**src/hw/uart_bus_pkg.sv**
```systemverilog
// ==========================================================
// bus side constants, only the low byte of the data bus is live
// register map is 4 byte registers per channel, 16 channels max
// ==========================================================
package uart_bus_pkg;

    // wishbone widths
    localparam int bus_addr_w = 8;  // word address
    localparam int bus_data_w = 32;
    localparam int reg_data_w = 8;  // upper bus bits read as zero

    // address split
    localparam int reg_off_w  = 2;
    localparam int chan_sel_w = 4;  // upper bits of wb_adr
    localparam int num_regs   = 1 << reg_off_w;

    // register offsets within a channel
    localparam logic [reg_off_w-1:0] off_tx_data = 2'd0;  // r/w
    localparam logic [reg_off_w-1:0] off_cmd     = 2'd1;  // write only
    localparam logic [reg_off_w-1:0] off_status  = 2'd2;  // read only
    localparam logic [reg_off_w-1:0] off_rx_data = 2'd3;  // read only

    // status register bits
    localparam int stat_tx_busy    = 0;
    localparam int stat_rx_valid   = 1;
    localparam int stat_rx_overrun = 2;

    // command opcodes, unknown values behave as nop
    typedef enum logic [7:0] {
        cmd_nop      = 8'd0,
        cmd_send     = 8'd1,  // start a frame
        cmd_clear_rx = 8'd2   // drop rx_valid and overrun
    } uart_cmd_e;

endpackage

```
**src/hw/uart_line_pkg.sv**
```systemverilog
// ==========================================================
// 8n1 frame only, no parity and a single stop bit
// ==========================================================
package uart_line_pkg;

    // frame shape, data goes lsb first
    localparam int frame_data_bits = 8;
    localparam int frame_idx_w     = $clog2(frame_data_bits);

    // line levels
    localparam logic line_idle  = 1'b1;
    localparam logic line_start = 1'b0;
    localparam logic line_stop  = 1'b1;

    // transmit fsm
    typedef enum logic [1:0] {
        tx_idle,
        tx_start,
        tx_data,
        tx_stop
    } tx_state_e;

    // receive fsm
    typedef enum logic [1:0] {
        rx_idle,
        rx_start,  // waiting for middle of start bit
        rx_data,
        rx_stop
    } rx_state_e;

endpackage

```
**src/hw/uart_channel.sv**
```systemverilog
// ==========================================================
// one 8n1 channel, baud fixed by clks_per_bit (min 4)
// send while busy is ignored, no rx framing check
// ==========================================================
module uart_channel #(
    parameter int clks_per_bit = 104
) (
    input  logic                                                      clk,
    input  logic                                                      reset,
    input  logic                                                      wr_en,
    input  logic [uart_bus_pkg::reg_off_w-1:0]                        wr_off,
    input  logic [uart_bus_pkg::reg_data_w-1:0]                       wr_data,
    input  logic                                                      rx,
    output logic                                                      tx,
    output logic [uart_bus_pkg::num_regs-1:0][uart_bus_pkg::reg_data_w-1:0] rd_data,
    output logic                                                      rx_valid
);
    import uart_bus_pkg::*;
    import uart_line_pkg::*;

    localparam int cnt_w    = $clog2(clks_per_bit);
    localparam int half_bit = clks_per_bit / 2;
    localparam logic [cnt_w-1:0]       bit_last  = cnt_w'(clks_per_bit - 1);
    localparam logic [cnt_w-1:0]       half_last = cnt_w'(half_bit - 1);
    localparam logic [frame_idx_w-1:0] idx_last  = frame_idx_w'(frame_data_bits - 1);

    logic [reg_data_w-1:0]      tx_data_q;
    logic [reg_data_w-1:0]      rx_data_q;
    logic [reg_data_w-1:0]      status;
    logic                       overrun;
    logic                       tx_busy;
    uart_cmd_e                  cmd;
    logic                       do_send;
    logic                       do_clear;
    tx_state_e                  tx_state;
    logic [cnt_w-1:0]           tx_cnt;
    logic [frame_idx_w-1:0]     tx_bit;
    logic [frame_data_bits-1:0] tx_shift;
    rx_state_e                  rx_state;
    logic [cnt_w-1:0]           rx_cnt;
    logic [frame_idx_w-1:0]     rx_bit;
    logic [frame_data_bits-1:0] rx_shift;
    logic                       rx_meta;
    logic                       rx_sync;

    // command decode
    assign cmd = uart_cmd_e'(wr_data);

    always_comb
    begin
        do_send  = 1'b0;
        do_clear = 1'b0;
        if (wr_en && wr_off == off_cmd)
        begin
            case (cmd)
                cmd_send:     do_send  = 1'b1;
                cmd_clear_rx: do_clear = 1'b1;
                default:      ;  // nop and unknown opcodes
            endcase
        end
    end

    always_ff @(posedge clk)
    begin
        if (!reset)
            tx_data_q <= '0;
        else if (wr_en && wr_off == off_tx_data)
            tx_data_q <= wr_data;
    end

    assign tx_busy = (tx_state != tx_idle);

    // transmit, tx is a flop so the line is glitch free
    always_ff @(posedge clk)
    begin
        if (!reset)
        begin
            tx_state <= tx_idle;
            tx_cnt   <= '0;
            tx_bit   <= '0;
            tx_shift <= '0;
            tx       <= line_idle;
        end
        else if (tx_state == tx_idle)
        begin
            if (do_send)
            begin
                tx_state <= tx_start;
                tx_cnt   <= '0;
                tx_shift <= tx_data_q;  // snapshot, tx_data may change
                tx       <= line_start;  // low the cycle after the strobe
            end
        end
        else if (tx_cnt != bit_last)
            tx_cnt <= tx_cnt + 1'b1;
        else
        begin
            tx_cnt <= '0;  // bit boundary
            case (tx_state)
                tx_start:
                begin
                    tx_state <= tx_data;
                    tx_bit   <= '0;
                    tx       <= tx_shift[0];  // lsb first
                    tx_shift <= tx_shift >> 1;
                end
                tx_data:
                begin
                    if (tx_bit == idx_last)
                    begin
                        tx_state <= tx_stop;
                        tx       <= line_stop;
                    end
                    else
                    begin
                        tx_bit   <= tx_bit + 1'b1;
                        tx       <= tx_shift[0];
                        tx_shift <= tx_shift >> 1;
                    end
                end
                default: tx_state <= tx_idle;  // busy drops as stop bit ends
            endcase
        end
    end

    // two flop synchronizer, idles high
    always_ff @(posedge clk)
    begin
        if (!reset)
        begin
            rx_meta <= line_idle;
            rx_sync <= line_idle;
        end
        else
        begin
            rx_meta <= rx;
            rx_sync <= rx_meta;
        end
    end

    // receive, every sample taken near the bit middle
    always_ff @(posedge clk)
    begin
        if (!reset)
        begin
            rx_state  <= rx_idle;
            rx_cnt    <= '0;
            rx_bit    <= '0;
            rx_shift  <= '0;
            rx_data_q <= '0;
            rx_valid  <= 1'b0;
            overrun   <= 1'b0;
        end
        else
        begin
            if (do_clear)
            begin
                rx_valid <= 1'b0;
                overrun  <= 1'b0;
            end
            case (rx_state)
                rx_idle:
                begin
                    rx_cnt <= '0;
                    if (rx_sync == line_start)
                        rx_state <= rx_start;
                end
                rx_start:
                begin
                    if (rx_cnt != half_last)
                        rx_cnt <= rx_cnt + 1'b1;
                    else
                    begin
                        rx_cnt   <= '0;
                        rx_bit   <= '0;
                        // a short glitch falls back to idle
                        rx_state <= (rx_sync == line_start) ? rx_data : rx_idle;
                    end
                end
                rx_data:
                begin
                    if (rx_cnt != bit_last)
                        rx_cnt <= rx_cnt + 1'b1;
                    else
                    begin
                        rx_cnt   <= '0;
                        rx_shift <= {rx_sync, rx_shift[frame_data_bits-1:1]};
                        if (rx_bit == idx_last)
                            rx_state <= rx_stop;
                        else
                            rx_bit <= rx_bit + 1'b1;
                    end
                end
                default:
                begin
                    if (rx_cnt != bit_last)
                        rx_cnt <= rx_cnt + 1'b1;
                    else
                    begin
                        // middle of stop bit, frame done
                        rx_state  <= rx_idle;
                        rx_cnt    <= '0;
                        rx_data_q <= rx_shift;  // newest frame always wins
                        rx_valid  <= 1'b1;
                        if (rx_valid && !do_clear)
                            overrun <= 1'b1;
                    end
                end
            endcase
        end
    end

    // register views, the mux picks by offset
    always_comb
    begin
        status                  = '0;
        status[stat_tx_busy]    = tx_busy;
        status[stat_rx_valid]   = rx_valid;
        status[stat_rx_overrun] = overrun;
        rd_data                 = '0;  // command view stays zero
        rd_data[off_tx_data]    = tx_data_q;
        rd_data[off_status]     = status;
        rd_data[off_rx_data]    = rx_data_q;
    end

endmodule

```
**src/hw/uart_multi_top.sv**
```systemverilog
// ==========================================================
// num_channels 1..16, clks_per_bit >= 4, one shared irq
// ==========================================================
module uart_multi_top #(
    parameter int num_channels = 4,
    parameter int clks_per_bit = 104
) (
    input  logic                                clk,
    input  logic                                reset,
    input  logic                                wb_cyc,
    input  logic                                wb_stb,
    input  logic                                wb_we,
    input  logic [uart_bus_pkg::bus_addr_w-1:0] wb_adr,
    input  logic [uart_bus_pkg::bus_data_w-1:0] wb_dat_w,
    output logic [uart_bus_pkg::bus_data_w-1:0] wb_dat_r,
    output logic                                wb_ack,
    input  logic [num_channels-1:0]             rx,
    output logic [num_channels-1:0]             tx,
    output logic                                irq
);
    import uart_bus_pkg::*;

    logic [num_channels-1:0]                           wr_en;
    logic [reg_off_w-1:0]                              wr_off;
    logic [reg_data_w-1:0]                             wr_data;
    logic [chan_sel_w-1:0]                             rd_sel;
    logic [reg_off_w-1:0]                              rd_off;
    logic                                              rd_hit;
    logic                                              rd_strobe;
    logic [num_channels-1:0][num_regs-1:0][reg_data_w-1:0] rd_data;
    logic [num_channels-1:0]                           rx_valid;

    wb_uart_decoder #(
        .num_channels(num_channels)
    ) u_decoder (
        .clk      (clk),
        .reset    (reset),
        .wb_cyc   (wb_cyc),
        .wb_stb   (wb_stb),
        .wb_we    (wb_we),
        .wb_adr   (wb_adr),
        .wb_dat_w (wb_dat_w),
        .wb_ack   (wb_ack),
        .wr_en    (wr_en),
        .wr_off   (wr_off),
        .wr_data  (wr_data),
        .rd_sel   (rd_sel),
        .rd_off   (rd_off),
        .rd_hit   (rd_hit),
        .rd_strobe(rd_strobe)
    );

    // identical channels, write data is broadcast
    for (genvar i = 0; i < num_channels; i++)
    begin : g_chan
        uart_channel #(
            .clks_per_bit(clks_per_bit)
        ) u_channel (
            .clk     (clk),
            .reset   (reset),
            .wr_en   (wr_en[i]),
            .wr_off  (wr_off),
            .wr_data (wr_data),
            .rx      (rx[i]),
            .tx      (tx[i]),
            .rd_data (rd_data[i]),
            .rx_valid(rx_valid[i])
        );
    end

    uart_read_mux #(
        .num_channels(num_channels)
    ) u_read_mux (
        .clk      (clk),
        .reset    (reset),
        .rd_data  (rd_data),
        .rx_valid (rx_valid),
        .rd_sel   (rd_sel),
        .rd_off   (rd_off),
        .rd_hit   (rd_hit),
        .rd_strobe(rd_strobe),
        .wb_dat_r (wb_dat_r),
        .irq      (irq)
    );

endmodule

```
**src/hw/uart_read_mux.sv**
```systemverilog
// ==========================================================
// read data is valid in the ack cycle only, irq lags by one
// ==========================================================
module uart_read_mux #(
    parameter int num_channels = 4
) (
    input  logic clk,
    input  logic reset,
    input  logic [num_channels-1:0][uart_bus_pkg::num_regs-1:0][uart_bus_pkg::reg_data_w-1:0]
                 rd_data,
    input  logic [num_channels-1:0]             rx_valid,
    input  logic [uart_bus_pkg::chan_sel_w-1:0] rd_sel,
    input  logic [uart_bus_pkg::reg_off_w-1:0]  rd_off,
    input  logic                                rd_hit,
    input  logic                                rd_strobe,
    output logic [uart_bus_pkg::bus_data_w-1:0] wb_dat_r,
    output logic                                irq
);
    import uart_bus_pkg::*;

    logic [reg_data_w-1:0] sel_byte;

    // pick channel then offset, zero for a bad index
    always_comb
    begin
        sel_byte = '0;
        for (int i = 0; i < num_channels; i++)
        begin
            if (rd_hit && rd_sel == chan_sel_w'(i))
                sel_byte = rd_data[i][rd_off];
        end
    end

    always_ff @(posedge clk)
    begin
        if (!reset)
        begin
            wb_dat_r <= '0;
            irq      <= 1'b0;
        end
        else
        begin
            if (rd_strobe)
                wb_dat_r <= bus_data_w'(sel_byte);  // zero extended
            irq <= |rx_valid;  // any channel holding a byte
        end
    end

endmodule

```
**src/hw/wb_uart_decoder.sv**
```systemverilog
// ==========================================================
// classic slave, fixed 2 cycle access, ack never back to back
// out of range channels are acked, writes dropped, reads zero
// ==========================================================
module wb_uart_decoder #(
    parameter int num_channels = 4
) (
    input  logic                                clk,
    input  logic                                reset,
    input  logic                                wb_cyc,
    input  logic                                wb_stb,
    input  logic                                wb_we,
    input  logic [uart_bus_pkg::bus_addr_w-1:0] wb_adr,
    input  logic [uart_bus_pkg::bus_data_w-1:0] wb_dat_w,
    output logic                                wb_ack,
    output logic [num_channels-1:0]             wr_en,
    output logic [uart_bus_pkg::reg_off_w-1:0]  wr_off,
    output logic [uart_bus_pkg::reg_data_w-1:0] wr_data,
    output logic [uart_bus_pkg::chan_sel_w-1:0] rd_sel,
    output logic [uart_bus_pkg::reg_off_w-1:0]  rd_off,
    output logic                                rd_hit,
    output logic                                rd_strobe
);
    import uart_bus_pkg::*;

    logic                  new_access;
    logic [chan_sel_w-1:0] chan;
    logic [reg_off_w-1:0]  off;
    logic                  hit;

    // a held stb during the ack cycle is not a second access
    assign new_access = wb_cyc && wb_stb && !wb_ack;

    assign chan = wb_adr[bus_addr_w-1 -: chan_sel_w];  // upper bits
    assign off  = wb_adr[reg_off_w-1:0];               // lowest bits
    assign hit  = int'(chan) < num_channels;

    // read select goes out in the accepting cycle
    // the mux registers it so data lines up with ack
    assign rd_sel    = chan;
    assign rd_off    = off;
    assign rd_hit    = hit;
    assign rd_strobe = new_access && !wb_we;

    // ack and write strobes land in the same cycle
    always_ff @(posedge clk)
    begin
        if (!reset)
        begin
            wb_ack <= 1'b0;
            wr_en  <= '0;
        end
        else
        begin
            wb_ack <= new_access;  // one cycle pulse
            for (int i = 0; i < num_channels; i++)
            begin
                // one hot, nothing fires for a bad index
                wr_en[i] <= new_access && wb_we && (chan == chan_sel_w'(i));
            end
        end
    end

    // broadcast payload, only qualified by wr_en
    always_ff @(posedge clk)
    begin
        if (new_access)
        begin
            wr_off  <= off;
            wr_data <= wb_dat_w[reg_data_w-1:0];  // low byte only
        end
    end

endmodule

```
**config.mk**
```make
export PLATFORM = sky130hd
export DESIGN_NAME = uart_multi_top
export DESIGN_NICKNAME = d
export VERILOG_FILES = /design/src/hw/uart_bus_pkg.sv /design/src/hw/uart_line_pkg.sv /design/src/hw/uart_channel.sv /design/src/hw/uart_multi_top.sv /design/src/hw/uart_read_mux.sv /design/src/hw/wb_uart_decoder.sv
export SDC_FILE = /design/constraint.sdc
export NUM_CORES = 1
export LEC_CHECK = 0
export ABC_AREA = 0
export BUFFER_PORTS_ARGS = -buffer_cell sky130_fd_sc_hd__buf_4
export CAP_MARGIN = 10
export CORE_AREA = 2 2 156 158
export CTS_CLUSTER_DIAMETER = 150
export DETAILED_ROUTE_END_ITERATION = 16
export DIE_AREA = 0 0 158 160
export GPL_TIMING_DRIVEN = 0
export PLACE_DENSITY = 0.73
export SYNTH_ARGS = -nofsm -noshare
export SYNTH_HDL_FRONTEND = slang
export SYNTH_SLANG_ARGS = --single-unit
```
**constraint.sdc**
```tcl
create_clock -name clk -period 2.4 [get_ports clk]
set_clock_uncertainty 0.2 [all_clocks]
set_input_delay 0.12 -clock clk [delete_from_list [all_inputs] [get_ports clk]]
set_output_delay 0.12 -clock clk [all_outputs]
set_load 0.05 [all_outputs]
```
# ---- After elaboration in Yosys (flattened, before gate mapping)
# Index checks and enable logic that the tools add are counted.
dict set report word_totals {
  inputBits 49
  word_cells 465
  regBits 268
}
dict set report op_classes {
  n_mux 186
  addsub 16
  n_eq_ne 86
  n_reduce_logical 93
  magnitude_cmp 2
  n_bitwise 16
}
# op count
set ops {}
lappend ops {{two-way mux 8 bit} 24}
lappend ops {{two-way mux 7 bit} 20}
lappend ops {{two-way mux 2 bit} 40}
lappend ops {{binary-select mux 8 bit (select 2 bit)} 4}
lappend ops {{one-hot mux 8 bit (2 select lines)} 4}
lappend ops {{adder 7 x 1 -> 7 bit (second input constant)} 8}
lappend ops {{!= test 7 bit (second input constant)} 8}
lappend ops {{one-hot mux 7 bit (2 select lines)} 4}
lappend ops {{two-way mux 1 bit} 54}
lappend ops {{two-way mux 3 bit} 16}
lappend ops {{one-hot mux 3 bit (2 select lines)} 8}
lappend ops {{AND reduction 4 bit} 12}
lappend ops {{!= test 2 bit (second input constant)} 20}
lappend ops {{!= test 7 x 6 -> 1 bit (second input constant)} 4}
lappend ops {{adder 3 x 1 -> 3 bit (second input constant)} 8}
lappend ops {{== test 3 bit (second input constant)} 8}
lappend ops {{logical AND 1 bit} 24}
lappend ops {{!= test 2 x 1 -> 1 bit (second input constant)} 12}
lappend ops {{one-hot mux 2 bit (3 select lines)} 4}
lappend ops {{AND reduction 3 bit} 8}
lappend ops {{nonzero test 2 bit} 12}
lappend ops {{AND reduction 5 bit} 4}
lappend ops {{== test 2 x 1 -> 1 bit (second input constant)} 9}
lappend ops {{zero test 2 bit} 9}
lappend ops {{other kinds (19)} 75}

# ---- Logic depth before layout (Yosys ltp)
dict set report logic_depth {
  word_depth 8
  mapped_depth 9
  mapped_depth_nobuf 7
}

# ---- Modules after synthesis
# Synthesis repeated with hierarchy kept, for this count alone.
dict set report unflattened {
  hier_cells 1463
  area_unflattened_um2 13990.9
}
# module n_inst seq_area_each_um2 cells_per_inst area_each_um2
set by_module_without_submodules {}
lappend by_module_without_submodules {{uart_channel (g_chan[2].u_channel)} 1 1221.2 345 3133.0}
lappend by_module_without_submodules {{uart_channel (g_chan[0].u_channel)} 1 1221.2 328 3015.4}
lappend by_module_without_submodules {{uart_channel (g_chan[3].u_channel)} 1 1221.2 310 2892.8}
lappend by_module_without_submodules {{uart_channel (g_chan[1].u_channel)} 1 1221.2 310 2889.0}
lappend by_module_without_submodules {uart_read_mux 1 180.2 135 1535.2}
lappend by_module_without_submodules {wb_uart_decoder 1 400.4 35 525.5}

# ---- Worst setup path after synthesis
# No wires, ideal clock.
dict set report synth_path {
  kind {reg2reg}
  start {reg g_chan[2].u_channel.tx_state[0]}
  end {reg g_chan[2].u_channel.tx_shift[2]}
  n_path_buf 3
  setup_time_ps 79
  path_slack_ps 28
  stages_incl_launch_ff 10
  required_time_ps 2121
  arrival_time_ps 2093
  cell_sequence {dfxtp_1 > inv_1 > ha_1 > clkbuf_1 > or4_1 > buf_2 > a211oi_4 > buf_6 > nor2_1 > a211oi_2}
}
dict set report synth_between {
  elab_chain_len 4
  word_cells_on_any_way 11
}
# item line_no
set synth_rtl {}
lappend synth_rtl {{from (decl)} uart_channel.sv:35} ;# tx_state_e tx_state;
lappend synth_rtl {{from (signal assigned)} uart_channel.sv:78} ;# tx_state <= tx_idle;
lappend synth_rtl {{from (signal assigned)} uart_channel.sv:88} ;# tx_state <= tx_start;
lappend synth_rtl {{from (signal assigned)} uart_channel.sv:102} ;# tx_state <= tx_data;
lappend synth_rtl {{== test 2 bit / == test 2 x 1 -> 1 bit (equally long branches)} uart_channel.sv:99} ;# case (tx_state)
lappend synth_rtl {{one-hot mux 8 bit (2 select lines)} uart_channel.sv:99}
lappend synth_rtl {{two-way mux 8 bit} uart_channel.sv:94} ;# else if (tx_cnt != bit_last)
lappend synth_rtl {{two-way mux 8 bit} uart_channel.sv:84} ;# else if (tx_state == tx_idle)
lappend synth_rtl {{to (signal assigned)} uart_channel.sv:90} ;# tx_shift <= tx_data_q;
lappend synth_rtl {{to (signal assigned)} uart_channel.sv:105} ;# tx_shift <= tx_shift >> 1;
lappend synth_rtl {{to (signal assigned)} uart_channel.sv:118} ;# tx_shift <= tx_shift >> 1;
lappend synth_rtl {{to (decl)} uart_channel.sv:38} ;# logic [frame_data_bits-1:0] tx_shift;
# Parallel ways exist; a longest one is shown, timed or not. The select of a mux whose other input is x is not followed.
# A chain may end at the register's enable or synchronous reset.

# ---- Final worst setup path
dict set report layout_path {
  start {reg u_decoder.wr_data[3] (netlist name)}
  end {reg g_chan[2].u_channel.tx_shift[0]}
}
dict set report layout_between {
  elab_chain_len 5
}
# item line_no
set layout_rtl {}
lappend layout_rtl {{from (decl)} wb_uart_decoder.sv:18} ;# output logic [uart_bus_pkg::reg_data_w-1:0] wr_data,
lappend layout_rtl {{from (signal assigned)} wb_uart_decoder.sv:70} ;# wr_data <= wb_dat_w[reg_data_w-1:0];
lappend layout_rtl {{== test 8 x 1 -> 1 bit} uart_channel.sv:55} ;# case (cmd)
lappend layout_rtl {{two-way mux 1 bit} uart_channel.sv:55}
lappend layout_rtl {{two-way mux 1 bit} uart_channel.sv:53} ;# if (wr_en && wr_off == off_cmd)
lappend layout_rtl {{!= test 2 x 1 -> 1 bit (no source line)} -}
lappend layout_rtl {{AND reduction 4 bit (no source line)} -}
# No other way between the ends.

==> impl_metrics.env <==
export IMPL_status="finished, final reports clean"
export IMPL_synth_seq_cells=268
export IMPL_setup_worst_path_start_class="register"
export IMPL_grt_pass1_vias=9590
export IMPL_cp_slowest_cell="edfxtp_1"
export IMPL_synth_edf_count=10
export IMPL_final_area_sq_um=14590
export IMPL_wire_per_inst_um=17.92
export IMPL_worstPathRequired_ns=2.64
export IMPL_via_per_inst=5.650
export IMPL_setup_tns_final_ns=0
export IMPL_crit_fanout=5
export IMPL_ys_flop_type="dfxtp_1"
export IMPL_power_total_mw=9.275
export IMPL_portBuffers=33
export IMPL_drt_wl_total_mm=33.43
export IMPL_initial_core_util=0.5177
export IMPL_cp_common_cell="buf_4"
export IMPL_n_antenna_cell=0
export IMPL_ir_worst_vdd_v=0.0006059
export IMPL_seq_area_frac_synth=0.4432
export IMPL_cts_path_max_buffers=3
export IMPL_crit_path_cell_trace="nor4_4, buf_4, nand4_1, a211oi_4, buf_4, nor2_1, a211oi_1"
export IMPL_r2r_start="u_decoder.wr_data[3]"
export IMPL_dp_hpwl_mm=23.08
export IMPL_synth_top_family_by_area="simple AND/OR/NAND/NOR gates"
export IMPL_crit_start="u_decoder.wr_data[3]"
export IMPL_fin_ws_ns=0.009407
export IMPL_die_w_um=158
export IMPL_max_freq_mhz=418.3
export IMPL_grt_usage=0.2550
export IMPL_clk_latency_ns=0.54
export IMPL_drtAntennaViolNets=0
export IMPL_cts_htree_levels=1
export IMPL_cts_root_buf="clkbuf_16"
export IMPL_finalMaxSlewViolations=0
export IMPL_hp_class="input pin to register"
export IMPL_boundaryPins=87
export IMPL_grt_start_max_net_pins=14
export IMPL_syn_inst=1387
export IMPL_antenna_found_initial=0
export IMPL_fin_nets=1612
export IMPL_crit_end="g_chan[2].u_channel.tx_shift[0]"
export IMPL_synth_compound_area_frac=0.1443
export IMPL_path_buf_inv=2
export IMPL_crit_cells=7
export IMPL_async_flop_share=0
export IMPL_yosys_area_share_simple=0.2045
export IMPL_setup_viol=0
export IMPL_cts_buffers=28
export IMPL_rsz0062_at_grt="yes"
export IMPL_arrival_ns=2.63
export IMPL_cp_top_family="simple AND/OR/NAND/NOR gates"
export IMPL_ys_warnings_count=0
export IMPL_core_area_sq_um=23820
export IMPL_grt_overflow=0
export IMPL_post_place_cells=1767
export IMPL_first_pass_iters=5
export IMPL_grt_pass1_wl_mm=51.20
export IMPL_pre_cts_slack_ns=-0.3421
export IMPL_drtIter0Drc=871
export IMPL_muxShareOfSynthArea=0.09426
export IMPL_end_kind="register"
export IMPL_fin_crit_ns=2.391
export IMPL_place_congestion=0.9747
export IMPL_max_stage_delay_ns=0.54
export IMPL_hold_viol=0
export IMPL_multiInputGateArea_sq_um=6455
export IMPL_p_leak_nw=5.587
export IMPL_max_slew_margin=0.1692
export IMPL_drv_cap=0
export IMPL_drc_errors=0
export IMPL_cts_tree="built"
export IMPL_dpl_cell_area_sq_um=13070
export IMPL_fp_dieH_um=160
export IMPL_tightest_slew_ns=1.242
export IMPL_final_cell_mix="255 x dfxtp_1, 194 x nor2_1, 147 x nand2_1"
export IMPL_reg2reg_depth=7
export IMPL_core_rowCount=57
export IMPL_synthesis_area_sq_um=12330
export IMPL_fillers=2091
export IMPL_synth_xor_area_frac=0.01634
export IMPL_layout_commonest_cell="dfxtp_1"
export IMPL_final_cells=1865
export IMPL_synthAdderAreaFrac=0.04464
export IMPL_area_growth_pct=18.32
export IMPL_r2r_slack_ns=0.009
export IMPL_p_per_area_nw_per_um2=635.7
export IMPL_dieArea_sq_um=25280
export IMPL_rr_endpoint="g_chan[2].u_channel.tx_shift[0]"
export IMPL_seq_area_sq_um=5469
export IMPL_ys_types=77
export IMPL_path_class="register to register"
export IMPL_vias=10540
export IMPL_synth_avg_cell_area_sq_um=8.891
export IMPL_finalCritPeriodShare=0.9961
export IMPL_clkSinkCount=268
export IMPL_cts_reportedPaths_clkPinSlew_ns=0.06
export IMPL_drive_gt1_frac=0.1447
stage by stage:
| stage | util | hold WS (ns) |
|---|---|---|
| finish | 0.6126 | 0.06275 |
| global route | 0.6126 | 0.08112 |
| CTS | 0.6022 | 0.01821 |
| detailed placement | 0.5487 | 0.09957 |
| global placement | 0.5487 | 0.09788 |
| floorplan | - | 0.01887 |
power by group:
group | switching [mW] | internal (mW) | total [mW] | leakage [nW]
sequential | 0.0298 | 4.50 | 4.53 | 2.18
clock | 1.75 | 2.50 | 4.25 | 0.448
combinational | 0.345 | 0.146 | 0.491 | 2.96
total | 2.13 | 7.15 | 9.28 | 5.59
state kept, by name, summed over array words and instances (netlist names), 8 cells and up:
name,flops
g_chan.u_channel.rx_bit,12
g_chan.u_channel.rx_cnt,28
g_chan.u_channel.rx_data_q,32
g_chan.u_channel.rx_shift,32
g_chan.u_channel.rx_state,8
g_chan.u_channel.tx_bit,12
g_chan.u_channel.tx_cnt,28
g_chan.u_channel.tx_data_q,32
g_chan.u_channel.tx_shift,32
g_chan.u_channel.tx_state,8
u_decoder.wr_data,8
u_read_mux.wb_dat_r,8
layout make-up:
| type | instances | share of cell area |
|---|---|---|
| flip-flops and latches | 268 | 0.3748 |
| clock buffers | 43 | 0.05745 |
| well taps | 324 | 0.02778 |
| inverters | 31 | 0.007975 |
| plain buffers | 95 | 0.03559 |
| multi-input cells | 1007 | 0.4424 |
| clock inverters | 9 | 0.004545 |
| repair buffers | 88 | 0.04948 |
worst min-delay path by stage:
stage           startpoint                              end  cells after the start
2_1_floorplan  wb_dat_w[0]             u_decoder.wr_data[0]                      0
3_3_place_gp   wb_dat_w[4]             u_decoder.wr_data[4]                      1
3_5_place_dp   wb_dat_w[4]             u_decoder.wr_data[4]                      1
4_1_cts              reset  g_chan[2].u_channel.tx_shift[7]                      4
5_1_grt              reset  g_chan[2].u_channel.tx_shift[7]                      4
6_report             reset  g_chan[2].u_channel.tx_shift[7]                      4
tightest hold or removal path: stages:
cell and delay (ns):
clkbuf_1 0.24, nand2_2 0.21, or4b_4 0.14, o21ai_1 0.05
kinds of logic after synthesis:
family	count (synthesis)
and+or+nand+nor	534
other	1
muxes	107
adders and majority gates	44
DFF	268
buffers and inverters	135
xor gates and xnor gates	23
AOI/OAI and AO/OA	275
routing by layer:
layer,global-route usage,part of all wire,vias up
li1,-,-,5104
met4,0.09459,0.039,0
met3,0.03419,0.066,82
met2,0.4061,0.45,356
met5,0,0,-
met1,0.3535,0.44,4996
cells in the mapped netlist (all sizes together) (14+ instances only):
master | count | area (sq um)
a211oi | 34 | 312.8
a21oi | 111 | 555.5
a221oi | 15 | 131.4
a22oi | 16 | 120.1
a31oi | 14 | 87.58
buf | 44 | 305.3
clkbuf | 60 | 225.2
dfxtp | 258 | 5165
ha | 44 | 550.5
inv | 31 | 116.4
mux2i | 97 | 970.9
nand2 | 148 | 555.5
nand2b | 16 | 100.1
nand3 | 62 | 310.3
nor2 | 194 | 728.2
nor3 | 25 | 140.1
o21ai | 42 | 210.2
repair_timing:
| action | CTS | global route |
|---|---|---|
| hold buffers | 25 | 0 |
| hold endpoints to repair | 27 | 0 |
| gates cloned | 1 | 1 |
| resized for setup | 20 | 38 |
| setup endpoints to repair | 105 | 92 |
| pin swaps | 6 | 15 |
| setup buffers | 11 | 16 |
Power figures use the tool's default switching activity.
